File: config.mk
export PLATFORM = sky130hd
export DESIGN_NAME = rv32Core
export DESIGN_NICKNAME = d
export VERILOG_FILES = /design/src/design/rv32Pkg.sv /design/src/design/regFile.sv /design/src/design/instrDecoder.sv /design/src/design/alu.sv /design/src/design/loadStoreUnit.sv /design/src/design/rv32Core.sv
export VERILOG_INCLUDE_DIRS = /design/src /design/src/design
export SDC_FILE = /design/constraint.sdc
export NUM_CORES = 2
export LEC_CHECK = 0
export BUFFER_PORTS_ARGS = -buffer_cell sky130_fd_sc_hd__buf_2
export CAP_MARGIN = 5
export CORE_MARGIN = 1.5
export CORE_UTILIZATION = 29
export DETAILED_ROUTE_END_ITERATION = 12
export PLACE_DENSITY = 0.53
export RECOVER_POWER = 100
export SLEW_MARGIN = 25
export SYNTH_ARGS = -nofsm -noshare
export SYNTH_HDL_FRONTEND = slang
export SYNTH_HIERARCHICAL = 1
export SYNTH_SLANG_ARGS = --single-unit
File: constraint.sdc
create_clock -name clk -period 6.9 [get_ports clk]
set_input_delay 0.69 -clock clk [delete_from_list [all_inputs] [get_ports clk]]
set_output_delay 0.69 -clock clk [all_outputs]
set_load 0.005 [all_outputs]
File: src/design/rv32_defines.svh
// global sizes and the reset vector of the RV32I core
// included by the package and by any module that needs raw widths
`ifndef RV32_DEFINES_SVH
`define RV32_DEFINES_SVH

// data path width, also address and instruction width
`define RV32_XLEN 32

// register index width, 32 architectural registers
`define RV32_REG_ADDR_W 5

// address of the first fetch after reset
`define RV32_RESET_PC 32'h0000_0000

// byte lanes on the data bus
// a word access sets all of them
`define RV32_SEL_W (`RV32_XLEN / 8)

`endif

File: src/design/rv32Pkg.sv
// shared types of the RV32I core
// modules pull these in by a wildcard import in their header
`include "rv32_defines.svh"

package rv32Pkg;

    // data, address and instruction word
    typedef logic [`RV32_XLEN-1:0] wordT;

    // register index
    typedef logic [`RV32_REG_ADDR_W-1:0] regAddrT;

    // major opcodes that the core executes
    typedef enum logic [6:0] {
        OPC_OP     = 7'b0110011,
        OPC_OP_IMM = 7'b0010011,
        OPC_LUI    = 7'b0110111,
        OPC_LOAD   = 7'b0000011,
        OPC_STORE  = 7'b0100011
    } opcodeT;

    // ALU operations
    typedef enum logic [3:0] {
        ALU_ADD,
        ALU_SUB,
        ALU_AND,
        ALU_OR,
        ALU_XOR,
        ALU_SLL,
        ALU_SRL,
        ALU_SRA,
        ALU_SLT,
        ALU_SLTU,
        ALU_PASSB
    } aluOpT;

    // load/store unit FSM
    typedef enum logic {
        LSU_IDLE,
        LSU_BUSY
    } lsuStateT;

endpackage

File: src/design/regFile.sv
// 32 x 32 register file, two combinational read ports and one clocked write port
// x0 always reads as zero
`timescale 1ns/10ps

module regFile
    import rv32Pkg::*;
(
    input  logic    clk,
    // write port, takes effect at the rising edge
    input  logic    we,
    input  regAddrT waddr,
    input  wordT    wdata,
    // read ports, no clock needed
    input  regAddrT raddr1,
    input  regAddrT raddr2,
    output wordT    rdata1,
    output wordT    rdata2
);

    // architectural registers
    // entry 0 exists but is never seen on a read port
    wordT regs [32];

    // write port
    always_ff @(posedge clk)
    begin
        if (we)
        begin
            regs[waddr] <= wdata;
        end
    end

    // read ports
    // index 0 returns the hardwired zero even after a write to x0
    assign rdata1 = (raddr1 == '0) ? '0 : regs[raddr1];
    assign rdata2 = (raddr2 == '0) ? '0 : regs[raddr2];

endmodule

File: src/design/instrDecoder.sv
// combinational RV32I decoder for the ALU group, lui, lw and sw
// drives register indices, immediate, ALU op and the control flags
`timescale 1ns/10ps

module instrDecoder
    import rv32Pkg::*;
(
    input  wordT    instr,
    output regAddrT rs1,
    output regAddrT rs2,
    output regAddrT rd,
    output wordT    imm,
    output aluOpT   aluOp,
    output logic    useImm,
    output logic    regWrite,
    output logic    isLoad,
    output logic    isStore
);

    opcodeT     opcode;
    logic [2:0] funct3;
    wordT       immI;
    wordT       immS;
    wordT       immU;
    aluOpT      aluFunc;

    assign opcode = opcodeT'(instr[6:0]);
    assign funct3 = instr[14:12];

    // immediate formats
    // I and S are sign extended from bit 31
    assign immI = {{20{instr[31]}}, instr[31:20]};
    assign immS = {{20{instr[31]}}, instr[31:25], instr[11:7]};
    // U puts imm[31:12] on top, zeros below
    assign immU = {instr[31:12], 12'b0};

    // funct3 map shared by OP and OP_IMM
    // bit 30 picks sub over add only for OP, sra over srl for both
    always_comb
    begin
        case (funct3)
            3'b000:  aluFunc = (opcode == OPC_OP && instr[30]) ? ALU_SUB : ALU_ADD;
            3'b001:  aluFunc = ALU_SLL;
            3'b010:  aluFunc = ALU_SLT;
            3'b011:  aluFunc = ALU_SLTU;
            3'b100:  aluFunc = ALU_XOR;
            3'b101:  aluFunc = instr[30] ? ALU_SRA : ALU_SRL;
            3'b110:  aluFunc = ALU_OR;
            default: aluFunc = ALU_AND;
        endcase
    end

    always_comb
    begin
        // defaults give a nop for unknown opcodes
        rs1      = instr[19:15];
        rs2      = instr[24:20];
        rd       = instr[11:7];
        imm      = '0;
        aluOp    = ALU_ADD;
        useImm   = 1'b0;
        regWrite = 1'b0;
        isLoad   = 1'b0;
        isStore  = 1'b0;

        case (opcode)
            OPC_OP:
            begin
                aluOp    = aluFunc;
                regWrite = 1'b1;
            end
            OPC_OP_IMM:
            begin
                // shift amount sits in imm[4:0]
                imm      = immI;
                aluOp    = aluFunc;
                useImm   = 1'b1;
                regWrite = 1'b1;
            end
            OPC_LUI:
            begin
                // immediate straight through, rs1 unused
                rs1      = '0;
                imm      = immU;
                aluOp    = ALU_PASSB;
                useImm   = 1'b1;
                regWrite = 1'b1;
            end
            OPC_LOAD:
            begin
                // address is rs1 + I immediate, write happens on ack
                imm      = immI;
                useImm   = 1'b1;
                regWrite = 1'b1;
                isLoad   = 1'b1;
            end
            OPC_STORE:
            begin
                // address is rs1 + S immediate, data from rs2
                imm      = immS;
                useImm   = 1'b1;
                isStore  = 1'b1;
            end
            default:
            begin
                regWrite = 1'b0;
            end
        endcase
    end

endmodule

File: src/design/alu.sv
// combinational integer ALU for the RV32I register and immediate groups
// also forms load/store addresses and passes the lui immediate
`timescale 1ns/10ps

module alu
    import rv32Pkg::*;
(
    input  wordT  opA,
    input  wordT  opB,
    input  aluOpT aluOp,
    output wordT  result
);

    // shifts only look at the low five bits
    logic [4:0] shamt;
    logic       ltSigned;
    logic       ltUnsigned;

    assign shamt      = opB[4:0];
    assign ltSigned   = $signed(opA) < $signed(opB);
    assign ltUnsigned = opA < opB;

    always_comb
    begin
        case (aluOp)
            ALU_ADD:   result = opA + opB;
            ALU_SUB:   result = opA - opB;
            ALU_AND:   result = opA & opB;
            ALU_OR:    result = opA | opB;
            ALU_XOR:   result = opA ^ opB;
            ALU_SLL:   result = opA << shamt;
            ALU_SRL:   result = opA >> shamt;
            // sign bit fills from the left
            ALU_SRA:   result = wordT'($signed(opA) >>> shamt);
            // compares return 0 or 1
            ALU_SLT:   result = wordT'(ltSigned);
            ALU_SLTU:  result = wordT'(ltUnsigned);
            ALU_PASSB: result = opB;
            default:   result = '0;
        endcase
    end

endmodule

File: src/design/loadStoreUnit.sv
// Wishbone classic master for one word load or store per memory instruction
// stalls the core from the decode cycle until the slave acks
`timescale 1ns/10ps
`include "rv32_defines.svh"

module loadStoreUnit
    import rv32Pkg::*;
(
    input  logic                  clk,
    input  logic                  rstN,
    // request from the core
    input  logic                  memStart,
    input  logic                  memWrite,
    input  wordT                  addr,
    input  wordT                  storeData,
    output logic                  stall,
    output wordT                  loadData,
    // Wishbone master side
    output logic                  wbCyc,
    output logic                  wbStb,
    output logic                  wbWe,
    output wordT                  wbAdr,
    output wordT                  wbDatOut,
    output logic [`RV32_SEL_W-1:0] wbSel,
    input  logic                  wbAck,
    input  wordT                  wbDatIn
);

    lsuStateT state;
    wordT     adrQ;
    wordT     datQ;
    logic     weQ;
    logic     busy;

    assign busy = (state == LSU_BUSY);

    // FSM
    // ack is only looked at while busy
    always_ff @(posedge clk)
    begin
        if (!rstN)
        begin
            state <= LSU_IDLE;
        end
        else if (!busy && memStart)
        begin
            state <= LSU_BUSY;
        end
        else if (busy && wbAck)
        begin
            state <= LSU_IDLE;
        end
    end

    // request is captured in the decode cycle
    // held steady for the whole bus cycle
    always_ff @(posedge clk)
    begin
        if (!busy && memStart)
        begin
            adrQ <= addr;
            datQ <= storeData;
            weQ  <= memWrite;
        end
    end

    // stall covers the decode cycle and every wait state
    // drops in the ack cycle so the PC moves at that edge
    assign stall = (!busy && memStart) || (busy && !wbAck);

    // bus drive
    // cyc and stb fall the cycle after ack
    assign wbCyc    = busy;
    assign wbStb    = busy;
    assign wbWe     = busy && weQ;
    assign wbAdr    = adrQ;
    assign wbDatOut = datQ;
    // word access only
    assign wbSel    = '1;

    // read data goes straight to writeback in the ack cycle
    assign loadData = wbDatIn;

endmodule

File: src/design/rv32Core.sv
// single-cycle RV32I core top for the ALU group, lui, lw and sw
// combinational instruction port and a Wishbone classic data port
`timescale 1ns/10ps
`include "rv32_defines.svh"

module rv32Core
    import rv32Pkg::*;
(
    input  logic                  clk,
    input  logic                  rstN,
    // instruction port returns data in the same cycle
    output wordT                  imemAddr,
    input  wordT                  imemData,
    // Wishbone data port
    output logic                  wbCyc,
    output logic                  wbStb,
    output logic                  wbWe,
    output wordT                  wbAdr,
    output wordT                  wbDatOut,
    output logic [`RV32_SEL_W-1:0] wbSel,
    input  logic                  wbAck,
    input  wordT                  wbDatIn
);

    wordT    pc;
    regAddrT rs1;
    regAddrT rs2;
    regAddrT rd;
    wordT    imm;
    aluOpT   aluOp;
    logic    useImm;
    logic    regWrite;
    logic    isLoad;
    logic    isStore;
    wordT    rdata1;
    wordT    rdata2;
    wordT    opB;
    wordT    aluResult;
    wordT    loadData;
    wordT    wbData;
    logic    stall;
    logic    rfWe;

    // program counter
    // sequential only and held while a memory access is pending
    always_ff @(posedge clk)
    begin
        if (!rstN)
        begin
            pc <= `RV32_RESET_PC;
        end
        else if (!stall)
        begin
            pc <= pc + wordT'(4);
        end
    end

    assign imemAddr = pc;

    instrDecoder u_instrDecoder (
        .instr    (imemData),
        .rs1      (rs1),
        .rs2      (rs2),
        .rd       (rd),
        .imm      (imm),
        .aluOp    (aluOp),
        .useImm   (useImm),
        .regWrite (regWrite),
        .isLoad   (isLoad),
        .isStore  (isStore)
    );

    // operand B from register or immediate
    assign opB = useImm ? imm : rdata2;

    alu u_alu (
        .opA    (rdata1),
        .opB    (opB),
        .aluOp  (aluOp),
        .result (aluResult)
    );

    // writeback source
    assign wbData = isLoad ? loadData : aluResult;

    // one write per instruction
    // a load is held off by stall until its ack cycle
    // no writes while in reset
    assign rfWe = regWrite && !stall && rstN;

    regFile u_regFile (
        .clk    (clk),
        .we     (rfWe),
        .waddr  (rd),
        .wdata  (wbData),
        .raddr1 (rs1),
        .raddr2 (rs2),
        .rdata1 (rdata1),
        .rdata2 (rdata2)
    );

    // address from the ALU and store data from rs2
    loadStoreUnit u_loadStoreUnit (
        .clk       (clk),
        .rstN      (rstN),
        .memStart  (isLoad || isStore),
        .memWrite  (isStore),
        .addr      (aluResult),
        .storeData (rdata2),
        .stall     (stall),
        .loadData  (loadData),
        .wbCyc     (wbCyc),
        .wbStb     (wbStb),
        .wbWe      (wbWe),
        .wbAdr     (wbAdr),
        .wbDatOut  (wbDatOut),
        .wbSel     (wbSel),
        .wbAck     (wbAck),
        .wbDatIn   (wbDatIn)
    );

endmodule

# Yosys cells after proc, flatten, opt, wreduce, memory -nomap -nowiden
# Memories as Yosys holds them, arrays and structs flattened.
# Cells that the tools add are included.
# classes
add_sub_neg	3
n_lt_le_gt_ge	2
eq_ne	21
shifts	3
n_mux	19
bitwise	3
n_reduce_logical	21
# ops
cell	count
32-bit case mux with 11 select lines	1
32-bit 2-to-1 mux	4
32-bit case mux with 3 select lines	1
32-bit less-than comparator	2
32-bit by 3-bit adder with 32-bit output, second input constant	1
32-bit adder	1
32-bit bitwise AND	1
32-bit OR	1
32-bit by 5-bit left shift with 32-bit output	1
32-bit by 5-bit right shift with 32-bit output	1
32-bit by 5-bit >>> shifter with 32-bit output	1
32-bit subtractor	1
32-bit bitwise XOR	1
4-bit case mux with 7 select lines	1
7-bit by 6-bit == test with 1-bit output, second input constant	3
4-bit by 3-bit == test with 1-bit output, second input constant	4
4-bit == test, second input constant	3
5-bit logical NOT	2
1-bit 2-to-1 mux	10
3-bit == test, second input constant	3
4-bit by 2-bit == test with 1-bit output, second input constant	2
4-bit case mux with 2 select lines	1
4-bit OR reduction	2
7-bit by 2-bit == test with 1-bit output, second input constant	1
12 further kinds	23
# word_totals
regBits	98
mem_bits_rw	1024
input_bits	67
output_inout_bits	103
word_cells	78
n_memories	1
# memory_table
name	words	word_bits	read_ports	rd_clocked_by_memory_dff	write_ports	line_no	rtl
u_regFile.regs	32	32	2	0	1	regFile.sv:22	wordT regs [32];

# Depth between registers and ports, before layout
# logic_depth
depth_word	10
ltp_mapped	26
depth_no_buf	20

# By module
# Netlist, hierarchy kept.
# modules_own_cells
module	n_inst	cells_per_inst	area_per_inst_um2	seq_area_each_um2
regFile	1	2400	46960.0	30749.5
alu	1	1374	9176.3	0.0
loadStoreUnit	1	110	2292.2	1971.9
rv32Core	1	243	2244.7	600.6
instrDecoder	1	116	669.4	0.0

# Worst setup path after synthesis
# Ideal clock, no wire load.
# synth_path
path_kind	input port to flip-flop
startpoint	input port imemData[20]
endpoint	memory u_regFile/regs[0][20] (netlist name), data pin
setup_time_ps	307
arrival_time_ps	6203
t_required_ps	6593
setup_slack_ps	390
stages	23
n_path_buf	6
cell_sequence	buf_4 buf_2 buf_2 mux4_2 a22o_1 a2111oi_0 nor3_1 mux2_2 clkbuf_1 inv_2 buf_1 clkbuf_1 ha_1 o21bai_1 a2111oi_2 o211ai_1 a2111o_1 nand2_1 o41ai_1 a221o_1 o21ai_1 nand4_1 mux2_2
# synth_between
elab_chain_len	6
elab_cells_between_ends	15
classes_between	add/sub: 2; shift: 3; mux: 5; bitwise: 3; reduce/logical: 1; memory: 1
# synth_rtl
element	line_no	rtl
start, declared	rv32Core.sv:13	input wordT imemData,
memory read 32 x 32 bit / 5-bit logical NOT (equally long branches)	n/a	
32-bit 2-to-1 mux *	regFile.sv:36	assign rdata2 = (raddr2 == '0) ? '0 : regs[raddr2];
via rdata2[2]	rv32Core.sv:36	wordT rdata2;
32-bit 2-to-1 mux *	rv32Core.sv:74	assign opB = useImm ? imm : rdata2;
via opB[2]	rv32Core.sv:37	wordT opB;
32-bit subtractor, or another cell as far along	alu.sv:27	ALU_SUB: result = opA - opB;
32-bit case mux with 11 select lines *	alu.sv:25	case (aluOp)
via aluResult[20]	rv32Core.sv:38	wordT aluResult;
32-bit 2-to-1 mux *	rv32Core.sv:84	assign wbData = isLoad ? loadData : aluResult;
via wbData[20]	rv32Core.sv:40	wordT wbData;
end, declared	regFile.sv:22	
# The timed path passes the listed nets; every way through them passes the cells marked *.

# Worst setup path after layout
# layout_path
startpoint	input port imemData[3]
endpoint	memory u_regFile/regs[11][27] (netlist name), data pin
# layout_between
elab_cells_between_ends	41
classes_between	add/sub: 2; eq/ne: 15; shift: 3; mux: 11; bitwise: 3; reduce/logical: 6; memory: 1
# layout_rtl
element	line_no	rtl
7-bit by 6-bit == test with 1-bit output *	instrDecoder.sv:66	case (opcode)
5-bit 2-to-1 mux *	instrDecoder.sv:66	
via rs1[1]	rv32Core.sv:26	regAddrT rs1;
memory read 32 x 32 bit / 5-bit logical NOT (equally long branches)	n/a	
32-bit 2-to-1 mux *	regFile.sv:35	assign rdata1 = (raddr1 == '0) ? '0 : regs[raddr1];
via rdata1[2]	rv32Core.sv:35	wordT rdata1;
32-bit subtractor, or another cell as far along	alu.sv:27	
32-bit case mux with 11 select lines *	alu.sv:25	
via aluResult[27]	rv32Core.sv:38	
32-bit 2-to-1 mux *	rv32Core.sv:84	
via wbData[27]	rv32Core.sv:40	
# Marks and branches as above.

==> results.py <==
metrics = {
    "timing": {
        "finalHoldViolations": 0,
        "max_freq_ghz": 0.1461,
        "relSlewSlack_pct": -98.66,
        "drv_slew": 395,
        "worstMarginPinSlew_ns": 2.980,
        "finalSetupViolations": 0,
        "rsz0062_at_grt": "false",
        "worst_slack_ns": 0.05617,
        "finalCritPeriodShare_pct": 99.19,
        "fin_skew_ns": 0.06451,
        "period_needed_ns": 6.844,
    },
    "synth": {
        "synth_compound_area_share_pct": 10.47,
        "synthSimpleGateAreaFrac_pct": 6.221,
        "ys_seq_elements": 1120,
        "synthAdderAreaFrac_pct": 2.146,
        "syn_area_per_cell_sq_um": 14.46,
        "yosys_warnings": 6,
        "ys_seq_area_share_pct": 54.32,
        "synthMuxAreaShare_pct": 22.55,
        "postSynthCellCount": 4243,
        "synth-async-reset-ratio_pct": 0,
        "netlist_area_sq_um": 61340,
        "ys.flop_type": "edfxtp_1",
        "synth_edf_count": 1089,
        "yosysUniqueCellTypes": 108,
        "synth_top_family_by_area": "multiplexers",
        "synth_xor_area_share_pct": 0.2142,
    },
    "job": {
        "cap_violations": 25,
    },
    "worst_setup_path": {
        "cp_max_fo": 32,
        "cp-start-kind": "primary input",
        "worstReg2RegStart": "u_regFile/regs[11][2]",
        "cp_top_family": "compound AO/OA/AOI/OAI gates",
        "cp-end-kind": "flip-flop",
        "crit_path_max_incr_delay_ns": 0.56,
        "crit_type": "in -> reg",
        "worstPathArrival_ns": 7.33,
        "cp_slowest_cell": "nor4_2",
        "path_buf_inv": 9,
        "cp.required_ns": 7.39,
        "crit_start": "imemData[3]",
    },
    "final_layout": {
        "stdcell_count": 7767,
        "fill_cells": 20190,
        "drive_above_1_share_pct": 30.74,
        "final_common_cell": "edfxtp_1",
        "regArea_sq_um": 33320,
        "fin_nets": 5023,
        "layout_common_cells": "1089 x edfxtp_1, 545 x buf_4, 462 x mux4_2",
        "final_util_pct": 35.01,
        "multi_input_area_sq_um": 25760,
        "syn2layout_area_growth_pct": 19.86,
    },
    "pwr": {
        "power_frac_seq_pct": 42.0,
        "leakagePower_nw": 25.23,
        "swShare_pct": 30.30,
        "ir_worst_vdd_mv": 0.2178,
        "p_int_w": 0.01370,
        "power.switching_w": 0.005954,
        "total_power_w": 0.01965,
        "p_per_area_nw_per_um2": 267.3,
        "clockPowerShare_pct": 33.2,
        "combPwrFrac_pct": 24.8,
    },
    "grt": {
        "grt_use_total_pct": 22.19,
        "gr-usage-met3_pct": 3.663,
        "grt_pass1_vias": 43860,
        "use_met2_pct": 34.37,
        "top_usage_layer": "met2",
        "grt_max_degree": 88,
        "antenna_found_initial": 23,
        "overflow": 0,
        "grt_pass1_wl_microns": 341500,
        "met1_usage_pct": 30.15,
    },
    "clock_network": {
        "clk_latency_ns": 0.79,
        "cts_made_buffers": 119,
        "post_cts_buffers": 0,
        "cts_tree": "done",
        "root_buffer": "clkbuf_16",
        "cts_hold_buf": 0,
        "cts_sinks": 1120,
        "clock_path_buffers": 3,
        "cts_resized": 0,
        "clk_pin_slew_ns": 0.06,
        "htreeDepth": 3,
    },
    "routing": {
        "dr.pass1.iters": 6,
        "wire_per_inst_microns": 31.63,
        "vias": 45040,
        "route.detailed.drc": 0,
        "wl_microns": 245600,
        "drt_iter0_drc": 5771,
        "routed_via_density": 5.799,
        "final_antenna_net_count": 0,
    },
    "place": {
        "post-place-ws_ns": -0.2840,
        "dp.cells": 7534,
        "portBuffers": 163,
        "place_congestion": 0.9780,
        "dpl.hpwl_microns": 171300,
    },
    "floorplan": {
        "coreArea_sq_um": 210000,
        "start_util_pct": 29.21,
        "die_area_sq_um": 214300,
        "die_h_microns": 462.9,
        "die-width_microns": 462.9,
        "num_io_pins": 170,
        "num_rows": 168,
    },
    "worst_hold_path": {
        "hp-class": "in -> reg",
        "worstHoldStart": "wbAck",
    },
    "run_status": {
        "violations": "max-capacitance violations, max-slew violations",
        "status": "complete, but fails checks",
    },
}
final timing paths:
| check | endpoint | slack, ns | cells past startpoint |
|---|---|---|---|
| max | u_regFile/regs[11][27] | 0.06 | 26 |
| min | u_loadStoreUnit/wbCyc | 0.11 | 2 |
| max reg2reg | u_regFile/regs[11][27] | 0.42 | 20 |
| min reg2reg | imemAddr[31] | 0.49 | 2 |
metal layers:
layer  share of wire [%]  up-vias
li1                    -    18490
met1                  40    23420
met2                  45     2593
met3                 9.2      522
met4                 5.2        8
met5               0.022        -
power groups by stage:
stage          sequential [W]  clock [W]  combinational (W)
2_1_floorplan         0.00839          0            0.00238
5_1_grt               0.00825    0.00687            0.00514
4_1_cts               0.00824    0.00662            0.00504
3_3_place_gp          0.00838          0            0.00501
3_5_place_dp          0.00838          0            0.00502
6_report              0.00826    0.00652            0.00487
through the flow:
step           TNS (ns)  cell area [sq um]  hold slack (ns)
2_1_floorplan         0              61360           0.4655
3_3_place_gp    -108.82              70680           0.4624
3_5_place_dp     -99.59              70700           0.4754
4_1_cts               0              74650          0.04987
5_1_grt               0              73520           0.1021
6_report              0              73530           0.1114
synth_stat cells (17+ instances only):
cell          n  area (sq um)
a2111oi_0    36         315.3
a211o_1      29         254.0
a211oi_1     67         503.0
a21o_1       18         135.1
a21oi_1     216          1081
a221oi_1     43         376.6
a22o_1       67         586.8
a22oi_1      22         165.2
and2_1       28         175.2
buf_1        21         78.83
buf_2        82         410.4
buf_4        77         578.1
clkbuf_1    192         720.7
dfxtp_1      31         620.6
edfxtp_1   1089         32700
ha_1        102          1276
inv_1       132         495.5
mux2_1       19         214.0
mux2_2       81         912.1
mux2i_1     230          2302
mux4_2      462         10400
nand2_1     228         855.8
nand3_1      56         280.3
nor2_1      215         807.0
nor2b_1      30         187.7
nor3_1       62         310.3
nor4_1       22         137.6
o211ai_1     31         232.7
o21ai_0     101         505.5
o221ai_1     45         394.1
o22ai_1      67         419.2
o31ai_1      27         202.7
or4_1        17         127.6
final cells by class:
type	count	share of cell area (%)
Clock buffer	142	4.167
Tap cell	2805	4.773
Inverter	136	0.7011
Multi-Input combinational cell	2602	35.04
Sequential cell	1120	45.32
Timing Repair Buffer	873	8.776
Antenna cell	7	0.02382
Clock inverter	82	1.198
kinds of logic after synthesis:
kind of cell    after synthesis
flops                      1120
compound gates              908
mux                         792
simple gates                777
buf+inv                     525
fa+ha+maj                   104
xor+xnor                     15
other cells                   2
registers in the layout, summed over array words and instances (netlist names):
name and count:
imemAddr 30, u_loadStoreUnit/wbAdr 32, u_loadStoreUnit/wbCyc 1, u_loadStoreUnit/wbDatOut 32, u_loadStoreUnit/weQ 1, u_regFile/regs 1024
No activity file was read; power rests on OpenSTA's default activity.
